$ cat config.mk
export PLATFORM = sky130hd
export DESIGN_NAME = uart_cmd_top
export DESIGN_NICKNAME = d
export VERILOG_FILES = /design/src/logic/uart_cmd_pkg.sv /design/src/logic/uart_cmd_top.sv /design/src/logic/uart_apb_regs.sv /design/src/logic/uart_cmd_sequencer.sv /design/src/logic/uart_rx_frame.sv /design/src/logic/uart_tx_frame.sv
export SDC_FILE = /design/constraint.sdc
export NUM_CORES = 1
export LEC_CHECK = 0
export BUFFER_PORTS_ARGS = -buffer_cell sky130_fd_sc_hd__buf_2
export CORE_UTILIZATION = 50
export DETAILED_ROUTE_END_ITERATION = 10
export PLACE_DENSITY = 0.69
export RECOVER_POWER = 25
export SLEW_MARGIN = 30
export SYNTH_ARGS = -nofsm -noshare
export SYNTH_HDL_FRONTEND = slang
export SYNTH_SLANG_ARGS = --single-unit
$ cat constraint.sdc
create_clock -name clk -period 3.2 [get_ports clk]
set_clock_uncertainty 0.1 [all_clocks]
set_input_delay 0.64 -clock clk [delete_from_list [all_inputs] [get_ports clk]]
set_output_delay 0.64 -clock clk [all_outputs]
set_load 0.05 [all_outputs]
$ cat src/logic/uart_cmd_pkg.sv
package uart_cmd_pkg;

  // start + 8 data + parity + stop
  localparam int uart_frame_bits = 11;

  typedef struct packed {
    logic [7:0] hi;
    logic [7:0] lo;
  } cmd_bytes_s;

  typedef struct packed {
    logic       rw;   // 1 = write
    logic [6:0] addr;
    logic [7:0] data;
  } cmd_fields_s;

  typedef union packed {
    cmd_bytes_s  bytes;
    cmd_fields_s fields;
  } cmd_word_u;

  typedef struct packed {
    logic [3:0] gap_bits;
    logic [7:0] timeout_bits;
  } uart_ctrl_s;

  localparam uart_ctrl_s uart_ctrl_rst = '{gap_bits: 4'd2, timeout_bits: 8'd40};

  // bit 0 busy .. bit 3 timeout
  typedef struct packed {
    logic timeout;
    logic parity_err;
    logic rd_valid;
    logic busy;
  } uart_status_s;

  typedef struct packed {
    logic       done;
    logic       was_read;
    logic [7:0] rdata;
    logic       parity_err;
    logic       timeout;
  } seq_result_s;

  typedef struct packed {
    logic       valid;
    logic [7:0] data;
    logic       parity_err;   // bad stop bit too
    logic       timeout;
  } rx_frame_s;

  typedef struct packed {
    logic        psel;
    logic        penable;
    logic        pwrite;
    logic [3:0]  paddr;
    logic [31:0] pwdata;
  } apb_req_s;

  typedef struct packed {
    logic [31:0] prdata;
    logic        pready;
    logic        pslverr;
  } apb_rsp_s;

  localparam logic [3:0] reg_ctrl   = 4'h0;
  localparam logic [3:0] reg_cmd    = 4'h4;
  localparam logic [3:0] reg_status = 4'h8;
  localparam logic [3:0] reg_rdata  = 4'hC;

endpackage
$ cat src/logic/uart_cmd_top.sv
`timescale 1ns/100ps

module uart_cmd_top import uart_cmd_pkg::*;
#(
  parameter int unsigned baud_div = 434
)
(
  input  logic     clk,
  input  logic     rst_n,
  input  apb_req_s apb_req,
  output apb_rsp_s apb_rsp,
  input  logic     rx,
  output logic     tx
);

  uart_ctrl_s  ctrl;
  logic        cmd_start;
  cmd_word_u   cmd_word;
  logic        busy;
  seq_result_s result;
  logic        tx_start;
  logic [7:0]  tx_byte;
  logic        tx_done;
  logic        rx_arm;
  rx_frame_s   rx_frame;

  uart_apb_regs u_regs (
    .clk       (clk),
    .rst_n     (rst_n),
    .apb_req   (apb_req),
    .apb_rsp   (apb_rsp),
    .ctrl      (ctrl),
    .cmd_start (cmd_start),
    .cmd_word  (cmd_word),
    .busy      (busy),
    .result    (result)
  );

  uart_cmd_sequencer #(.baud_div(baud_div)) u_seq (
    .clk       (clk),
    .rst_n     (rst_n),
    .cmd_start (cmd_start),
    .cmd_word  (cmd_word),
    .ctrl      (ctrl),
    .tx_start  (tx_start),
    .tx_byte   (tx_byte),
    .tx_done   (tx_done),
    .rx_arm    (rx_arm),
    .rx_frame  (rx_frame),
    .busy      (busy),
    .result    (result)
  );

  uart_tx_frame #(.baud_div(baud_div)) u_tx (
    .clk      (clk),
    .rst_n    (rst_n),
    .tx_start (tx_start),
    .tx_byte  (tx_byte),
    .tx_done  (tx_done),
    .tx       (tx)
  );

  uart_rx_frame #(.baud_div(baud_div)) u_rx (
    .clk          (clk),
    .rst_n        (rst_n),
    .rx           (rx),
    .rx_arm       (rx_arm),
    .timeout_bits (ctrl.timeout_bits),
    .rx_frame     (rx_frame)
  );

endmodule

$ cat src/logic/uart_apb_regs.sv
`timescale 1ns/100ps

module uart_apb_regs import uart_cmd_pkg::*;
(
  input  logic        clk,
  input  logic        rst_n,
  input  apb_req_s    apb_req,
  output apb_rsp_s    apb_rsp,
  output uart_ctrl_s  ctrl,
  output logic        cmd_start,
  output cmd_word_u   cmd_word,
  input  logic        busy,
  input  seq_result_s result
);

  uart_status_s status;
  logic         access;
  logic         wr_acc;
  logic         rd_acc;
  logic         cmd_busy;
  logic         cmd_hit;
  logic         cmd_accept;
  logic         mapped;
  logic         rd_valid;
  logic         parity_err;
  logic         timeout_flag;
  logic [7:0]   rdata_q;

  assign access     = apb_req.psel & apb_req.penable;
  assign wr_acc     = access & apb_req.pwrite;
  assign rd_acc     = access & !apb_req.pwrite;
  assign cmd_busy   = busy | cmd_start;   // covers the launch cycle
  assign cmd_hit    = wr_acc & (apb_req.paddr == reg_cmd);
  assign cmd_accept = cmd_hit & !cmd_busy;

  assign status.busy       = cmd_busy;
  assign status.rd_valid   = rd_valid;
  assign status.parity_err = parity_err;
  assign status.timeout    = timeout_flag;

  always_comb
  begin
    mapped         = 1'b1;
    apb_rsp.prdata = '0;
    case (apb_req.paddr)
      reg_ctrl:   apb_rsp.prdata = {20'd0, ctrl};
      reg_cmd:    apb_rsp.prdata = {16'd0, cmd_word};
      reg_status: apb_rsp.prdata = {28'd0, status};
      reg_rdata:  apb_rsp.prdata = {24'd0, rdata_q};
      default:    mapped = 1'b0;
    endcase
    apb_rsp.pready  = 1'b1;
    apb_rsp.pslverr = access & (!mapped | (cmd_hit & cmd_busy));
  end

  always_ff @(posedge clk or negedge rst_n)
  begin
    if (!rst_n)
    begin
      ctrl         <= uart_ctrl_rst;
      cmd_word     <= '0;
      cmd_start    <= 1'b0;
      rd_valid     <= 1'b0;
      parity_err   <= 1'b0;
      timeout_flag <= 1'b0;
      rdata_q      <= '0;
    end
    else
    begin
      cmd_start <= cmd_accept;
      if (cmd_accept)
        cmd_word <= apb_req.pwdata[15:0];
      if (wr_acc && apb_req.paddr == reg_ctrl)
        ctrl <= apb_req.pwdata[11:0];

      // rd_valid tracks the last command, cleared by a data read
      if (result.done)
      begin
        rd_valid <= result.was_read & !result.parity_err & !result.timeout;
        if (result.was_read)
          rdata_q <= result.rdata;
      end
      else if (rd_acc && apb_req.paddr == reg_rdata)
        rd_valid <= 1'b0;

      // sticky errors, write one to clear
      if (result.done && result.parity_err)
        parity_err <= 1'b1;
      else if (wr_acc && apb_req.paddr == reg_status && apb_req.pwdata[2])
        parity_err <= 1'b0;

      if (result.done && result.timeout)
        timeout_flag <= 1'b1;
      else if (wr_acc && apb_req.paddr == reg_status && apb_req.pwdata[3])
        timeout_flag <= 1'b0;
    end
  end

endmodule

$ cat src/logic/uart_cmd_sequencer.sv
`timescale 1ns/100ps

module uart_cmd_sequencer import uart_cmd_pkg::*;
#(
  parameter int unsigned baud_div = 434
)
(
  input  logic        clk,
  input  logic        rst_n,
  input  logic        cmd_start,
  input  cmd_word_u   cmd_word,
  input  uart_ctrl_s  ctrl,
  output logic        tx_start,
  output logic [7:0]  tx_byte,
  input  logic        tx_done,
  output logic        rx_arm,
  input  rx_frame_s   rx_frame,
  output logic        busy,
  output seq_result_s result
);

  localparam int cnt_w = $clog2(baud_div);
  localparam logic [cnt_w-1:0] baud_last = cnt_w'(baud_div - 1);

  typedef enum logic [2:0] {
    st_idle,
    st_judge,
    st_send_hi,
    st_gap,
    st_send_lo,
    st_wait_reply,
    st_finish
  } seq_state_e;

  seq_state_e       state;
  cmd_word_u        cmd_q;
  logic [cnt_w-1:0] baud_cnt;
  logic [3:0]       gap_cnt;

  assign busy = (state != st_idle);

  always_ff @(posedge clk)
  begin
    if (state == st_idle && cmd_start)
      cmd_q <= cmd_word;
  end

  always_ff @(posedge clk or negedge rst_n)
  begin
    if (!rst_n)
    begin
      state    <= st_idle;
      tx_start <= 1'b0;
      tx_byte  <= '0;
      rx_arm   <= 1'b0;
      baud_cnt <= '0;
      gap_cnt  <= '0;
      result   <= '0;
    end
    else
    begin
      tx_start    <= 1'b0;
      rx_arm      <= 1'b0;
      result.done <= 1'b0;
      case (state)
        st_idle:
          if (cmd_start)
            state <= st_judge;
        st_judge:
        begin
          tx_start <= 1'b1;
          tx_byte  <= cmd_q.bytes.hi;
          state    <= st_send_hi;
        end
        st_send_hi:
        begin
          if (tx_done)
          begin
            baud_cnt <= '0;
            gap_cnt  <= '0;
            if (cmd_q.fields.rw)
              state <= st_gap;
            else
            begin
              rx_arm <= 1'b1;   // reply hunt starts after hi frame
              state  <= st_wait_reply;
            end
          end
        end
        st_gap:
        begin
          if (gap_cnt >= ctrl.gap_bits)
          begin
            tx_start <= 1'b1;
            tx_byte  <= cmd_q.bytes.lo;
            state    <= st_send_lo;
          end
          else if (baud_cnt == baud_last)
          begin
            baud_cnt <= '0;
            gap_cnt  <= gap_cnt + 4'd1;
          end
          else
            baud_cnt <= baud_cnt + 1'b1;
        end
        st_send_lo:
        begin
          if (tx_done)
          begin
            result <= '{done: 1'b1, was_read: 1'b0, rdata: 8'd0,
                        parity_err: 1'b0, timeout: 1'b0};
            state  <= st_finish;
          end
        end
        st_wait_reply:
        begin
          if (rx_frame.valid)
          begin
            result <= '{done: 1'b1, was_read: 1'b1, rdata: rx_frame.data,
                        parity_err: rx_frame.parity_err, timeout: 1'b0};
            state  <= st_finish;
          end
          else if (rx_frame.timeout)
          begin
            result <= '{done: 1'b1, was_read: 1'b1, rdata: 8'd0,
                        parity_err: 1'b0, timeout: 1'b1};
            state  <= st_finish;
          end
        end
        st_finish:
          state <= st_idle;   // done visible here, busy drops next
        default:
          state <= st_idle;
      endcase
    end
  end

endmodule

$ cat src/logic/uart_rx_frame.sv
`timescale 1ns/100ps

module uart_rx_frame import uart_cmd_pkg::*;
#(
  parameter int unsigned baud_div = 434
)
(
  input  logic       clk,
  input  logic       rst_n,
  input  logic       rx,
  input  logic       rx_arm,
  input  logic [7:0] timeout_bits,
  output rx_frame_s  rx_frame
);

  localparam int cnt_w = $clog2(baud_div);
  localparam logic [cnt_w-1:0] baud_last = cnt_w'(baud_div - 1);
  localparam logic [cnt_w-1:0] half_load = cnt_w'(baud_div - 1 - baud_div / 2);
  localparam logic [3:0] last_bit = 4'(uart_frame_bits - 1);

  typedef enum logic [1:0] {st_idle, st_hunt, st_bits} rx_state_e;

  rx_state_e        state;
  logic             rx_meta;
  logic             rx_sync;
  logic [cnt_w-1:0] baud_cnt;
  logic [3:0]       bit_cnt;
  logic [7:0]       tmo_cnt;
  logic [7:0]       data_sr;
  logic             par_bit;
  logic             baud_wrap;

  assign baud_wrap = (baud_cnt == baud_last);

  always_ff @(posedge clk or negedge rst_n)
  begin
    if (!rst_n)
    begin
      rx_meta <= 1'b1;
      rx_sync <= 1'b1;
    end
    else
    begin
      rx_meta <= rx;
      rx_sync <= rx_meta;
    end
  end

  always_ff @(posedge clk or negedge rst_n)
  begin
    if (!rst_n)
    begin
      state    <= st_idle;
      baud_cnt <= '0;
      bit_cnt  <= '0;
      tmo_cnt  <= '0;
      rx_frame <= '0;
    end
    else
    begin
      rx_frame.valid   <= 1'b0;
      rx_frame.timeout <= 1'b0;
      if (rx_arm)
      begin
        state    <= st_hunt;
        baud_cnt <= '0;
        tmo_cnt  <= '0;
      end
      else
      begin
        case (state)
          st_hunt:
          begin
            if (!rx_sync)
            begin
              state    <= st_bits;
              baud_cnt <= half_load;   // first sample at mid start bit
              bit_cnt  <= '0;
            end
            else if (baud_wrap)
            begin
              baud_cnt <= '0;
              tmo_cnt  <= tmo_cnt + 8'd1;
              if ({1'b0, tmo_cnt} + 9'd1 >= {1'b0, timeout_bits})
              begin
                rx_frame.timeout <= 1'b1;
                state            <= st_idle;
              end
            end
            else
              baud_cnt <= baud_cnt + 1'b1;
          end
          st_bits:
          begin
            if (baud_wrap)
            begin
              baud_cnt <= '0;
              bit_cnt  <= bit_cnt + 4'd1;
              if (bit_cnt == 4'd0 && rx_sync)
                state <= st_hunt;   // glitch, not a start bit
              else if (bit_cnt == last_bit)
              begin
                rx_frame.valid      <= 1'b1;
                rx_frame.data       <= data_sr;
                rx_frame.parity_err <= (^data_sr ^ par_bit) | !rx_sync;
                state               <= st_idle;
              end
            end
            else
              baud_cnt <= baud_cnt + 1'b1;
          end
          default: ;
        endcase
      end
    end
  end

  always_ff @(posedge clk)
  begin
    if (state == st_bits && baud_wrap)
    begin
      if (bit_cnt >= 4'd1 && bit_cnt <= 4'd8)
        data_sr <= {rx_sync, data_sr[7:1]};   // lsb first
      else if (bit_cnt == 4'd9)
        par_bit <= rx_sync;
    end
  end

endmodule

$ cat src/logic/uart_tx_frame.sv
`timescale 1ns/100ps

module uart_tx_frame import uart_cmd_pkg::*;
#(
  parameter int unsigned baud_div = 434
)
(
  input  logic       clk,
  input  logic       rst_n,
  input  logic       tx_start,
  input  logic [7:0] tx_byte,
  output logic       tx_done,
  output logic       tx
);

  localparam int cnt_w = $clog2(baud_div);
  localparam logic [cnt_w-1:0] baud_last = cnt_w'(baud_div - 1);
  localparam logic [3:0] last_bit = 4'(uart_frame_bits - 1);

  logic [10:0]      shreg;
  logic [cnt_w-1:0] baud_cnt;
  logic [3:0]       bit_cnt;
  logic             active;
  logic             baud_wrap;

  assign baud_wrap = active && (baud_cnt == baud_last);
  assign tx_done   = baud_wrap && (bit_cnt == last_bit);
  assign tx        = shreg[0];   // idles high, refilled with ones

  always_ff @(posedge clk or negedge rst_n)
  begin
    if (!rst_n)
    begin
      shreg    <= '1;
      baud_cnt <= '0;
      bit_cnt  <= '0;
      active   <= 1'b0;
    end
    else if (tx_start)
    begin
      // stop, even parity, data lsb first, start
      shreg    <= {1'b1, ^tx_byte, tx_byte, 1'b0};
      baud_cnt <= '0;
      bit_cnt  <= '0;
      active   <= 1'b1;
    end
    else if (baud_wrap)
    begin
      shreg    <= {1'b1, shreg[10:1]};
      baud_cnt <= '0;
      bit_cnt  <= bit_cnt + 4'd1;
      if (bit_cnt == last_bit)
        active <= 1'b0;
    end
    else if (active)
    begin
      baud_cnt <= baud_cnt + 1'b1;
    end
  end

endmodule

Word-level counts from Yosys, hierarchy flattened

Index checks and enable logic that the tools add are counted.

Output and inout port bits: 35
Bits in registers: 164
Input port bits: 42

Order comparisons: 4
Reductions and logical operators: 53
Bitwise operators: 16
Add/sub/neg operators: 8
Muxes and demuxes: 73
Eq/ne operators: 29

Operators by type and width:

| kind                  | count |
|---|---|
| $mux W9               | 9 |
| $pmux W16 S4          | 1 |
| $mux W10              | 4 |
| $mux W8               | 5 |
| $mux W12              | 3 |
| $pmux W9 S2           | 2 |
| $mux W11              | 3 |
| $mux W4               | 7 |
| $add A9 B1 Y9 const B | 3 |
| $eq A9 B9 Y1 const B  | 3 |
| $pmux W12 S2          | 1 |
| $reduce_bool A2 Y1    | 12 |
| $mux W3               | 7 |
| $eq A4 B4 Y1 const B  | 5 |
| $mux W1               | 18 |
| $pmux W3 S6           | 1 |
| $pmux W4 S2           | 2 |
| $pmux W8 S2           | 1 |
| $reduce_xor A8 Y1     | 2 |
| $reduce_and A5 Y1     | 3 |
| $mux W2               | 7 |
| $logic_and A1 B1 Y1   | 13 |
| $add A4 B1 Y4 const B | 3 |
| $reduce_and A3 Y1     | 4 |
| other kinds (31)      | 64 |

Logic depth before layout (Yosys ltp)

Gate-level depths: netlist (run 1).

Depth in word-level cells: 8
Depth in mapped cells: 11
Depth with buffers taken out: 11

Hierarchy

Synthesis (run 1) repeated with hierarchy kept, for this count alone.

Cell total of the unflattened synthesis: 717
Area, all modules: 8,345.5 um2

Modules (own cells, without submodules):

| module             | area each (um2) | instances | seq. area each (um2) | cells an instance |
|---|---|---|---|---|
| uart_cmd_sequencer | 2,519.9         | 1         | 1,431.4              | 215 |
| uart_rx_frame      | 2,469.9         | 1         | 1,173.6              | 237 |
| uart_apb_regs      | 2,039.5         | 1         | 1,004.7              | 151 |
| uart_tx_frame      | 1,316.3         | 1         | 613.1                | 114 |

Worst setup path after synthesis (run 1)

Ideal clock, no wire load.

Path kind: input -> output
Start: input port apb_req[33] in the netlist's numbering
End: output port apb_rsp[0] in the netlist's numbering
Slack: -0.023 ns
Stages: 6
Required time: 2.460 ns
Arrival time: 2.483 ns
Buffers on the path: 2
Cell sequence: nor3_1 > and2_1 > clkbuf_1 > clkbuf_1 > nand3_1 > a21oi_1

RTL lines:

| item               | RTL line           | text |
|---|---|---|
| start: declaration | uart_cmd_top.sv:10 | `input apb_req_s apb_req,` |
| end: declaration   | uart_cmd_top.sv:11 | `output apb_rsp_s apb_rsp,` |

==> flow_metrics.tcl, run 1 <==
set metrics [dict create \
    status "complete, but fails checks" \
    failed_checks "max-capacitance violations, max-slew violations" \
    insertion_delay_ps 430 \
    post-cts-setup-buffer-count 0 \
    syn_avg_cell_area_um2 11.1 \
    htree_levels 4 \
    setup_tns_ps 0 \
    synthesis.area_um2 8000 \
    drc 0 \
    drive_gt1_share_pct 21.0 \
    synthTopCellsByArea "dfrtp_1 38%, edfxtp_1 9.4%, mux2_2 5.6%" \
    placed_cell_area_um2 8400 \
    fp.dieArea_um2 16500 \
    critPathLaunchType "input pin" \
    drt_iter0_drc 354 \
    period_minus_slack_ps 2840 \
    ys_top_cells_by_count "123 x dfrtp_1, 66 x nand2_1, 48 x nor2_1" \
    cts-root-buf "clkbuf_16" \
    cts_tree "done" \
    drt-wirelength-per-cell_um 16.5 \
    setup_viol 0 \
    start_util_pct 51.9 \
    grt-ovfl-total 0 \
    fillCellCount 1258 \
    fin_crit_sh_pct 88.8 \
    netlist_instances 724 \
    yosysMostFrequentCell "dfrtp_1" \
    rsz0062_at_grt "no" \
    grt_pass1_wl_um 27800 \
    drt-total-wl_um 16300 \
    syn_to_final_growth_pct 13.5 \
    routed-via-count 5499 \
    clk_pin_slew_worst_paths_ps 60 \
    gr-usage-all-layers_pct 21.8 \
    synth_top_area_share_pct 38.5 \
    worst_ir_drop_vdd_v 0.000382 \
    final_cells 991 \
    reg2reg_depth 11 \
    dr.pass1.iters 6 \
    chipHeight_um 129 \
    die_w_um 129 \
    place_hpwl_um 11800 \
    crit_fanout 11 \
    power_density_nw_per_um2 570 \
    cts_resized 0 \
    gp_congestion 0.862 \
    post-place-ws_ps 372 \
    vias_per_cell 5.55 \
    crit_path_start "apb_req[33]" \
    grt_max_degree 65 \
    rr_startpoint "u_rx.tmo_cnt[0]$_DFFE_PN0P_" \
    cts.path.max_buffers 2 \
    stdcell_area_um2 9080 \
    p_leak_uw 0.00420 \
    final_nets 835 \
    synth_flop_cell "dfrtp_1" \
    tightest_slew_ps 1640 \
    hold_path_class "in -> reg" \
    dp_cells 959 \
    netlist.top_cell.by_area "dfrtp_1" \
    reg2reg_slack_ps 520 \
    antenna_found_initial 0 \
    antenna_left 0 \
    crit_path_end_kind "primary output" \
    critical_path_class "in -> out" \
    pin_count 77 \
    grt_pass1_vias 5567 \
    synth_edf_count 25 \
    async_flop_share_pct 84.7 \
    holdBufCountCts 0 \
    yosysSeqAreaShare_pct 52.8 \
    fp-row-count 45 \
    fmax_mhz 352 \
    multi_input_area_um2 3490 \
    clock_sinks 163 \
    port_buffers 43 \
    synth.distinct_cells 67 \
    ys_seq_elements 163 \
    endpoint "apb_rsp[0]" \
    cp_data_required_time_ps 2460 \
    antennaDiodeCount 0 \
    core_um2 15400 \
    worst_slack_ps 360 \
    final_hold_viol_count 0 \
    cts_buffers 17 \
    arrival_ps 2100 \
    synth-warning-count 0 \
    seqCellArea_um2 4220 \
    max_cap_violations 1 \
    drv_slew 65 \
    slew_headroom_pct -9.12 \
    reg2reg_to "u_rx.state[0]$_DFFE_PN0P_" \
]
## power breakdown
group | switching, uW | internal [uW] | total [uW]
combinational | 268 | 188 | 456
sequential | 140 | 2260 | 2400
clock | 823 | 1500 | 2320
## worst max-delay path, stage by stage
cell	delay, ps
buf_2	120
nor3_1	230
and2_1	480
nand3_1	180
a21oi_2	170
buf_2	280
## worst min path at each step
stage,startpoint,slack (ps),depth (start not counted),end
floorplan,rst_n,240,0,u_regs.cmd_start$_DFF_PN0_
global placement,u_rx.rx_meta$_DFF_PN1_,250,0,u_rx.rx_sync$_DFF_PN1_
detailed placement,u_rx.rx_meta$_DFF_PN1_,250,0,u_rx.rx_sync$_DFF_PN1_
CTS,rst_n,110,1,u_seq.tx_byte[4]$_DFFE_PN0P_
global route,rx,190,1,u_rx.rx_meta$_DFF_PN1_
finish,rx,210,1,u_rx.rx_meta$_DFF_PN1_
## cells by family (layout without fill, tap and decap cells)
family          after synthesis  count (layout)  share of synthesized area, %
flops                       163             163                          52.8
other cells                   2              17                        0.0939
compound gates              141             141                          11.7
mux                          64              64                          9.13
xor+xnor                     40              40                          4.38
simple gates                213             213                          13.3
buf+inv                      75             116                          4.52
fa+ha+maj                    26              26                          4.07
## routing by layer
| metal | global-route usage (%) | up-vias | wire length [um] |
|---|---|---|---|
| met2 | 36.8 | 90 | 8210 |
| met3 | 4.82 | 16 | 540 |
| met4 | 7.89 | 0 | 234 |
| met1 | 27.6 | 2757 | 7360 |
| li1 | - | 2636 | - |
| met5 | 0 | - | 0 |
## flip-flops by register name, indices dropped and copies added (netlist names), 2 cells and up
| signal | cells |
|---|---|
| u_seq.baud_cnt | 9 |
| u_rx.rx_frame | 11 |
| u_seq.cmd_q | 16 |
| u_rx.state | 2 |
| u_rx.bit_cnt | 4 |
| u_seq.state | 3 |
| u_regs.cmd_word | 16 |
| u_rx.baud_cnt | 9 |
| u_seq.tx_byte | 8 |
| u_seq.result | 12 |
| u_seq.gap_cnt | 4 |
| u_regs.ctrl | 12 |
| u_tx.baud_cnt | 9 |
| u_regs.rdata_q | 8 |
| u_tx.bit_cnt | 4 |
| u_tx.shreg | 10 |
| u_rx.data_sr | 8 |
| u_rx.tmo_cnt | 8 |
## cell type report
cell class                 count  area share [%]
tap                          211            2.91
multi-input combinational    501            38.5
inverter                      29            1.20
timing repair buffer          55            3.36
clock inverter                11            2.13
sequential                   163            46.5
clock buffer                  21            5.43
## metrics by stage
stage                     total power, uW  utilization (%)  hold WS (ps)
after floorplan                      2740                -           244
after global placement               2860             54.5           250
after detailed placement             2890             54.5           251
after CTS                            5210             58.9           109
after global routing                 5380             58.9           191
final                                5180             58.9           211
## cells in the final DEF (no fill, tap or decap), types with 5 or more instances in the layout
cell / instances
xor2_1: 17
a22o_1: 21
conb_1: 17
and3_1: 9
edfxtp_1: 25
a21oi_1: 23
nand2b_1: 11
mux2i_1: 16
o31ai_1: 7
mux2_2: 40
buf_2: 42
nand4_1: 6
xnor2_1: 23
mux2_4: 8
dfrtp_1: 122
a221o_1: 5
nor2_1: 48
o21ai_0: 46
nor2b_1: 5
clkbuf_16: 19
nand2_1: 66
dfstp_2: 15
inv_1: 29
ha_1: 26
nand3_1: 24
buf_4: 12
a21o_1: 5
bufinv_16: 5
nor3_1: 15
Power figures use the tool's default switching activity.
==> run 2, diff against run 1 <==
--- a/config.mk
+++ b/config.mk
@@ -9,7 +9,7 @@
 export CORE_UTILIZATION = 50
 export DETAILED_ROUTE_END_ITERATION = 10
 export PLACE_DENSITY = 0.69
-export RECOVER_POWER = 25
+export RECOVER_POWER = 50
 export SLEW_MARGIN = 30
 export SYNTH_ARGS = -nofsm -noshare
 export SYNTH_HDL_FRONTEND = slang
==> run 2 against run 1 <==
  * The run still ends with max-capacitance violations, max-slew violations left
  * Maximum frequency barely moved
  * Sequential power is essentially flat
  * Hold slack better by 1.6 ps
  * Critical path type unchanged
  * Setup slack worse by 2.0 ps
  * Die area unchanged
  * Largest cell class unchanged
  * Wire length about the same
  * Final cell count is the same
==> flow_metrics.tcl, run 2 (same netlist as run 1, synthesis figures left out) <==
set metrics [dict create \
    p_leak_uw 0.00419 \
    hold_depth 1 \
    drive_gt1_share_pct 20.9 \
    grt_pass1_vias 5567 \
    failed_checks "max-capacitance violations, max-slew violations" \
    insertion_delay_ps 430 \
    switchingPower_uw 1230 \
    critical_path_class "in -> out" \
    dr.pass1.iters 6 \
    fmax_mhz 352 \
    vias_per_cell 5.55 \
    gr-usage-all-layers_pct 21.8 \
    syn_to_final_growth_pct 13.4 \
    max_cap_violations 1 \
    cp_data_required_time_ps 2460 \
    path_cells "buf_2, nor3_1, and2_1, nand3_1, a21oi_2, buf_2" \
    grt_max_degree 65 \
    seq_power_share_pct 46.3 \
    cts.path.max_buffers 2 \
    reg2reg_slack_ps 510 \
    drt-wirelength-per-cell_um 16.5 \
    place_hpwl_um 11800 \
    crit_fanout 11 \
    crit_path_end_kind "primary output" \
    hold_path_class "in -> reg" \
    status "complete, but fails checks" \
    drt-total-wl_um 16400 \
    reg2reg_depth 11 \
    fillCellCount 1257 \
    core_um2 15400 \
    antenna_found_initial 0 \
    clock_sinks 163 \
    pin_count 77 \
    reg2reg_to "u_rx.state[0]$_DFFE_PN0P_" \
    critPathLaunchType "input pin" \
    grt-ovfl-total 0 \
    holdBufCountCts 0 \
    arrival_ps 2100 \
    chipHeight_um 129 \
    min_to "u_rx.rx_meta$_DFF_PN1_" \
    cp_slowest_cell "and2_1" \
    die_w_um 129 \
    clk_pin_slew_worst_paths_ps 60 \
    final_cells 991 \
    critPathBufInv 2 \
    cts_resized 0 \
    swShare_pct 23.8 \
    cts_buffers 17 \
    slew_headroom_pct -9.22 \
    gp_congestion 0.862 \
    intPower_uw 3940 \
    cpPeakStageDelay_ps 480 \
    period_minus_slack_ps 2840 \
    setup_viol 0 \
    final_hold_viol_count 0 \
    worst_ir_drop_vdd_v 0.000382 \
    antenna_left 0 \
    htree_levels 4 \
    drv_slew 65 \
    final_nets 835 \
    drc 0 \
    fin_crit_sh_pct 88.8 \
    grt_pass1_wl_um 27800 \
    largestRegisters "u_regs.cmd_word: 16 flops, u_seq.cmd_q: 16 flops" \
    fp.dieArea_um2 16500 \
    port_buffers 43 \
    routed-via-count 5498 \
    cts-root-buf "clkbuf_16" \
    rsz0062_at_grt "no" \
    dp_cells 959 \
    antennaDiodeCount 0 \
    power_density_nw_per_um2 570 \
    rr_startpoint "u_rx.tmo_cnt[0]$_DFFE_PN0P_" \
    start_util_pct 51.9 \
    cts_tree "done" \
    min-delay-start "rx" \
    final_common_cell "dfrtp_1" \
    post-cts-setup-buffer-count 0 \
    tightest_slew_ps 1640 \
    p_comb_share_pct 8.8 \
    cpLargestDelayFamily "simple AND/OR/NAND/NOR gates" \
    drt_iter0_drc 323 \
    power.clock.fraction_pct 44.9 \
    final_cell_mix "122 x dfrtp_1, 66 x nand2_1, 48 x nor2_1, 46 x o21ai_0, 42 x buf_2" \
    fp-row-count 45 \
    cpMostUsedCell "buf_2" \
    setup_tns_ps 0 \
]
==> run 2: changes by cell type in the layout (fill, tap and decap cells not counted), sizes merged <==
| cell | before | now |
|---|---|---|
| buf | 54 | 51 |
| clkbuf | 22 | 25 |
==> run 2: power by group through the flow <==
stage                     combinational (uW)  clock, uW  sequential, uW
after floorplan                          373          0            2370
after global placement                   435          0            2420
after detailed placement                 460          0            2430
after CTS                                465       2350            2390
after global routing                     514       2450            2420
final                                    454       2320            2400
==> run 2: how the worst max path moves through the flow <==
stage                start          to  slack [ps]  cells after the start
3_5_place_dp   apb_req[33]  apb_rsp[4]         370                      6
6_report       apb_req[33]  apb_rsp[0]         360                      6
4_1_cts        apb_req[33]  apb_rsp[4]         370                      6
2_1_floorplan  apb_req[33]  apb_rsp[0]         260                      6
5_1_grt        apb_req[33]  apb_rsp[5]         260                      6
3_3_place_gp   apb_req[33]  apb_rsp[4]         390                      6
==> run 2: per-layer routing <==
metal | track usage (%) | share of wire [%]
met5 | 0 | 0
met4 | 7.89 | 1.4
met3 | 4.82 | 3.6
met2 | 36.8 | 50
met1 | 27.6 | 45
==> run 2: area by class of cell <==
class	instances	area, um2	share of cell area [%]
Multi-Input combinational cell	501	3490	38.5
Tap cell	211	264	2.91
Sequential cell	163	4220	46.5
Clock buffer	21	493	5.43
Inverter	29	109	1.20
Clock inverter	11	194	2.14
Timing Repair Buffer	55	298	3.28
==> run 2: metrics by stage <==
stage          total power (uW)  util, %  instance area [um2]  hold slack [ps]  setup WS [ps]
2_1_floorplan              2740        -                 8060              244            257
3_3_place_gp               2860     54.5                 8400              250            391
3_5_place_dp               2890     54.5                 8400              251            372
4_1_cts                    5210     58.9                 9090              109            371
5_1_grt                    5380     58.8                 9080              192            256
6_report                   5170     58.8                 9080              212            358
==> run 3, diff against run 2 <==
--- a/config.mk
+++ b/config.mk
@@ -5,6 +5,7 @@
 export SDC_FILE = /design/constraint.sdc
 export NUM_CORES = 1
 export LEC_CHECK = 0
+export ABC_AREA = 1
 export BUFFER_PORTS_ARGS = -buffer_cell sky130_fd_sc_hd__buf_2
 export CORE_UTILIZATION = 50
 export DETAILED_ROUTE_END_ITERATION = 10
==> constraint.sdc (replaced) <==
create_clock -name clk -period 3.05 [get_ports clk]
set_clock_uncertainty 0.1 [all_clocks]
set_input_delay 0.1525 -clock clk [delete_from_list [all_inputs] [get_ports clk]]
set_output_delay 0.1525 -clock clk [all_outputs]
set_load 0.05 [all_outputs]
==> run 3 against run 2 <==
  * The flow now finishes without violations
  * Final cell count grew 24%
  * Non-clock buffer count rose by 15
  * Synthesized cell count increased by 29%
  * Hold slack lost 120 ps
  * Clock power fell by 5%
  * Highest routed layer unchanged
==> flow_metrics.tcl, run 3 <==
set metrics [dict create \
    final_cell_mix "261 x nand2_1, 123 x dfrtp_1, 112 x inv_1, 84 x o21ai_0, 55 x nor2_1" \
    insertion_delay_ps 420 \
    final_nets 1070 \
    start_util_pct 51.3 \
    drc 0 \
    place_hpwl_um 11900 \
    grt_max_degree 62 \
    swShare_pct 32.0 \
    reg2reg_depth 15 \
    antennaDiodeCount 0 \
    synth_edf_count 25 \
    intPower_uw 4300 \
    rsz0062_at_grt "no" \
    setup_tns_ps 0 \
    cts.path.max_buffers 2 \
    grt-ovfl-total 0 \
    clk_pin_slew_worst_paths_ps 70 \
    reg2reg_to "u_rx.state[1]$_DFFE_PN0P_" \
    gp_congestion 0.815 \
    drt-total-wl_um 16600 \
    fillCellCount 1377 \
    dr.pass1.iters 5 \
    cts-root-buf "clkbuf_16" \
    multi_input_area_um2 3310 \
    grt_pass1_vias 5797 \
    grt_pass1_wl_um 27700 \
    status "finished, final reports clean" \
    netlist_instances 934 \
    largestRegisters "u_regs.cmd_word: 16 flops, u_seq.cmd_q: 16 flops" \
    ys_seq_elements 163 \
    htree_levels 4 \
    min_to "u_regs.rd_valid$_DFFE_PN0P_" \
    rr_startpoint "u_rx.tmo_cnt[0]$_DFFE_PN0P_" \
    seqCellArea_um2 4220 \
    crit_fanout 5 \
    tightest_slew_ps 1260 \
    port_buffers 43 \
    cp_data_required_time_ps 3260 \
    placed_cell_area_um2 8550 \
    cts_tree "done" \
    synth.distinct_cells 47 \
    setup_viol 0 \
    syn_avg_cell_area_um2 8.76 \
    drt-wirelength-per-cell_um 13.5 \
    period_minus_slack_ps 2250 \
    hold_path_class "in -> reg" \
    final_hold_viol_count 0 \
    vias_per_cell 4.96 \
    switchingPower_uw 2030 \
    drv_slew 0 \
    chipHeight_um 130 \
    ys_top_cells_by_count "261 x nand2_1, 123 x dfrtp_1, 112 x inv_1" \
    core_um2 15900 \
    final_common_cell "nand2_1" \
    seq_power_share_pct 43.0 \
    p_comb_share_pct 22.2 \
    crit_path_end_kind "flop" \
    reg2reg_slack_ps 800 \
    slew_headroom_pct 15.8 \
    fmax_mhz 445 \
    fp-row-count 46 \
    p_leak_uw 0.00442 \
    netlist.top_cell.by_area "dfrtp_1" \
    arrival_ps 2460 \
    cts_resized 0 \
    fp.dieArea_um2 16900 \
    die_w_um 130 \
    routed-via-count 6100 \
    power_density_nw_per_um2 678 \
    min-delay-start "apb_req[37]" \
    critical_path_class "reg -> reg" \
    synthTopCellsByArea "dfrtp_1 38%, nand2_1 12%, edfxtp_1 9.2%" \
    synth-warning-count 0 \
    yosysSeqAreaShare_pct 51.6 \
    async_flop_share_pct 84.7 \
    max_cap_violations 0 \
    clock_sinks 163 \
    synth_top_area_share_pct 37.6 \
    yosysMostFrequentCell "nand2_1" \
    synthesis.area_um2 8180 \
    antenna_left 0 \
    drt_iter0_drc 408 \
    gr-usage-all-layers_pct 21.5 \
    cts_buffers 17 \
    stdcell_area_um2 9330 \
    fin_crit_sh_pct 73.8 \
    critPathLaunchType "flop" \
    syn_to_final_growth_pct 14.0 \
    hold_depth 6 \
    synth_flop_cell "dfrtp_1" \
    pin_count 77 \
    power.clock.fraction_pct 34.7 \
    drive_gt1_share_pct 13.8 \
    worst_ir_drop_vdd_v 0.000453 \
    antenna_found_initial 0 \
]
-- run 3: cell count changes in the layout (fill, tap and decap cells not counted), moves of 9 or more --
cell           previous run  this run
mux2i_1                  16         0
inv_1                    29       112
o21ai_2                   1        14
nand2_1                  66       261
nand3_1                  24        34
o22ai_1                   0        14
xnor2_1                  23        12
nand4_1                   6        16
a22o_1                   21         3
dlygate4sd3_1             0        19
o21ai_0                  46        84
mux2_2                   40         0
nand2b_1                 11         0
and3_1                    9         0
-- run 3: cell type report --
| cell class | instances | area share [%] |
|---|---|---|
| clock buffer | 19 | 4.98 |
| inverter | 120 | 4.84 |
| tap | 216 | 2.90 |
| clock inverter | 13 | 1.58 |
| sequential | 163 | 45.3 |
| timing repair buffer | 70 | 4.96 |
| multi-input combinational | 630 | 35.5 |
-- run 3: power by group through the flow --
stage	combinational [uW]	sequential, uW	clock (uW)
global placement	1350	2750	0
global route	1620	2750	2320
finish	1410	2720	2200
CTS	1430	2720	2240
detailed placement	1390	2760	0
floorplan	1140	2730	0
-- run 3: repair_timing --
action / in CTS / in global routing
buffers inserted: 0 / 0
hold buffers: 19 / 0
endpoints found under the hold margin: 78 / 0
-- run 3: worst max-delay path by stage --
stage,startpoint,to,slack [ps],depth (start not counted)
2_1_floorplan,u_seq.state[0]$_DFFE_PN0P_,u_seq.cmd_q[0]$_DFFE_PP_,730,3
3_3_place_gp,u_rx.baud_cnt[1]$_DFFE_PN0P_,u_rx.data_sr[0]$_DFFE_PP_,880,8
3_5_place_dp,u_rx.baud_cnt[1]$_DFFE_PN0P_,u_rx.data_sr[1]$_DFFE_PP_,810,8
4_1_cts,u_rx.baud_cnt[1]$_DFFE_PN0P_,u_rx.data_sr[1]$_DFFE_PP_,810,8
5_1_grt,rst_n,u_rx.bit_cnt[1]$_DFFE_PN0P_,440,3
6_report,u_rx.tmo_cnt[0]$_DFFE_PN0P_,u_rx.state[1]$_DFFE_PN0P_,800,15
-- run 3: routing by layer --
layer | track usage (%) | routed length (um)
met5 | 0 | 0
met4 | 7.52 | 287
met3 | 5.25 | 600
met2 | 36.3 | 8090
met1 | 26.9 | 7650
-- run 3: worst max-delay path, cell delays in order (launching register included) --
cell	delay [ps]
dfrtp_1	420
ha_1	210
nand3_1	120
xnor2_1	170
ha_1	310
nand2_1	70
nor2_1	130
nand2_1	70
nand3_1	60
nand2_1	60
nand2_1	60
nand2_1	60
nand3_1	90
nand2_1	90
nand2_1	60
nand2_1	40
-- run 3: per-stage QoR --
step                power [uW]  setup slack (ps)  std cells  hold slack (ps)  util, %
floorplan                 3870               732        949             -243        -
finish                    6330               801       1231             92.1     58.5
CTS                       6390               806       1231             94.0     58.7
global route              6690               440       1231              135     58.5
global placement          4100               880       1180             24.1     53.6
detailed placement        4140               812       1180             25.8     53.6
-- run 3: cells by family (layout without fill, tap and decap cells) --
kind of cell	after synthesis	count (layout)	share of synthesized area (%)
compound gates	156	156	11.2
buf+inv	156	222	8.70
simple gates	401	401	21.2
xor+xnor	30	30	3.21
flops	163	163	51.6
fa+ha+maj	26	26	3.97
other cells	2	17	0.0918
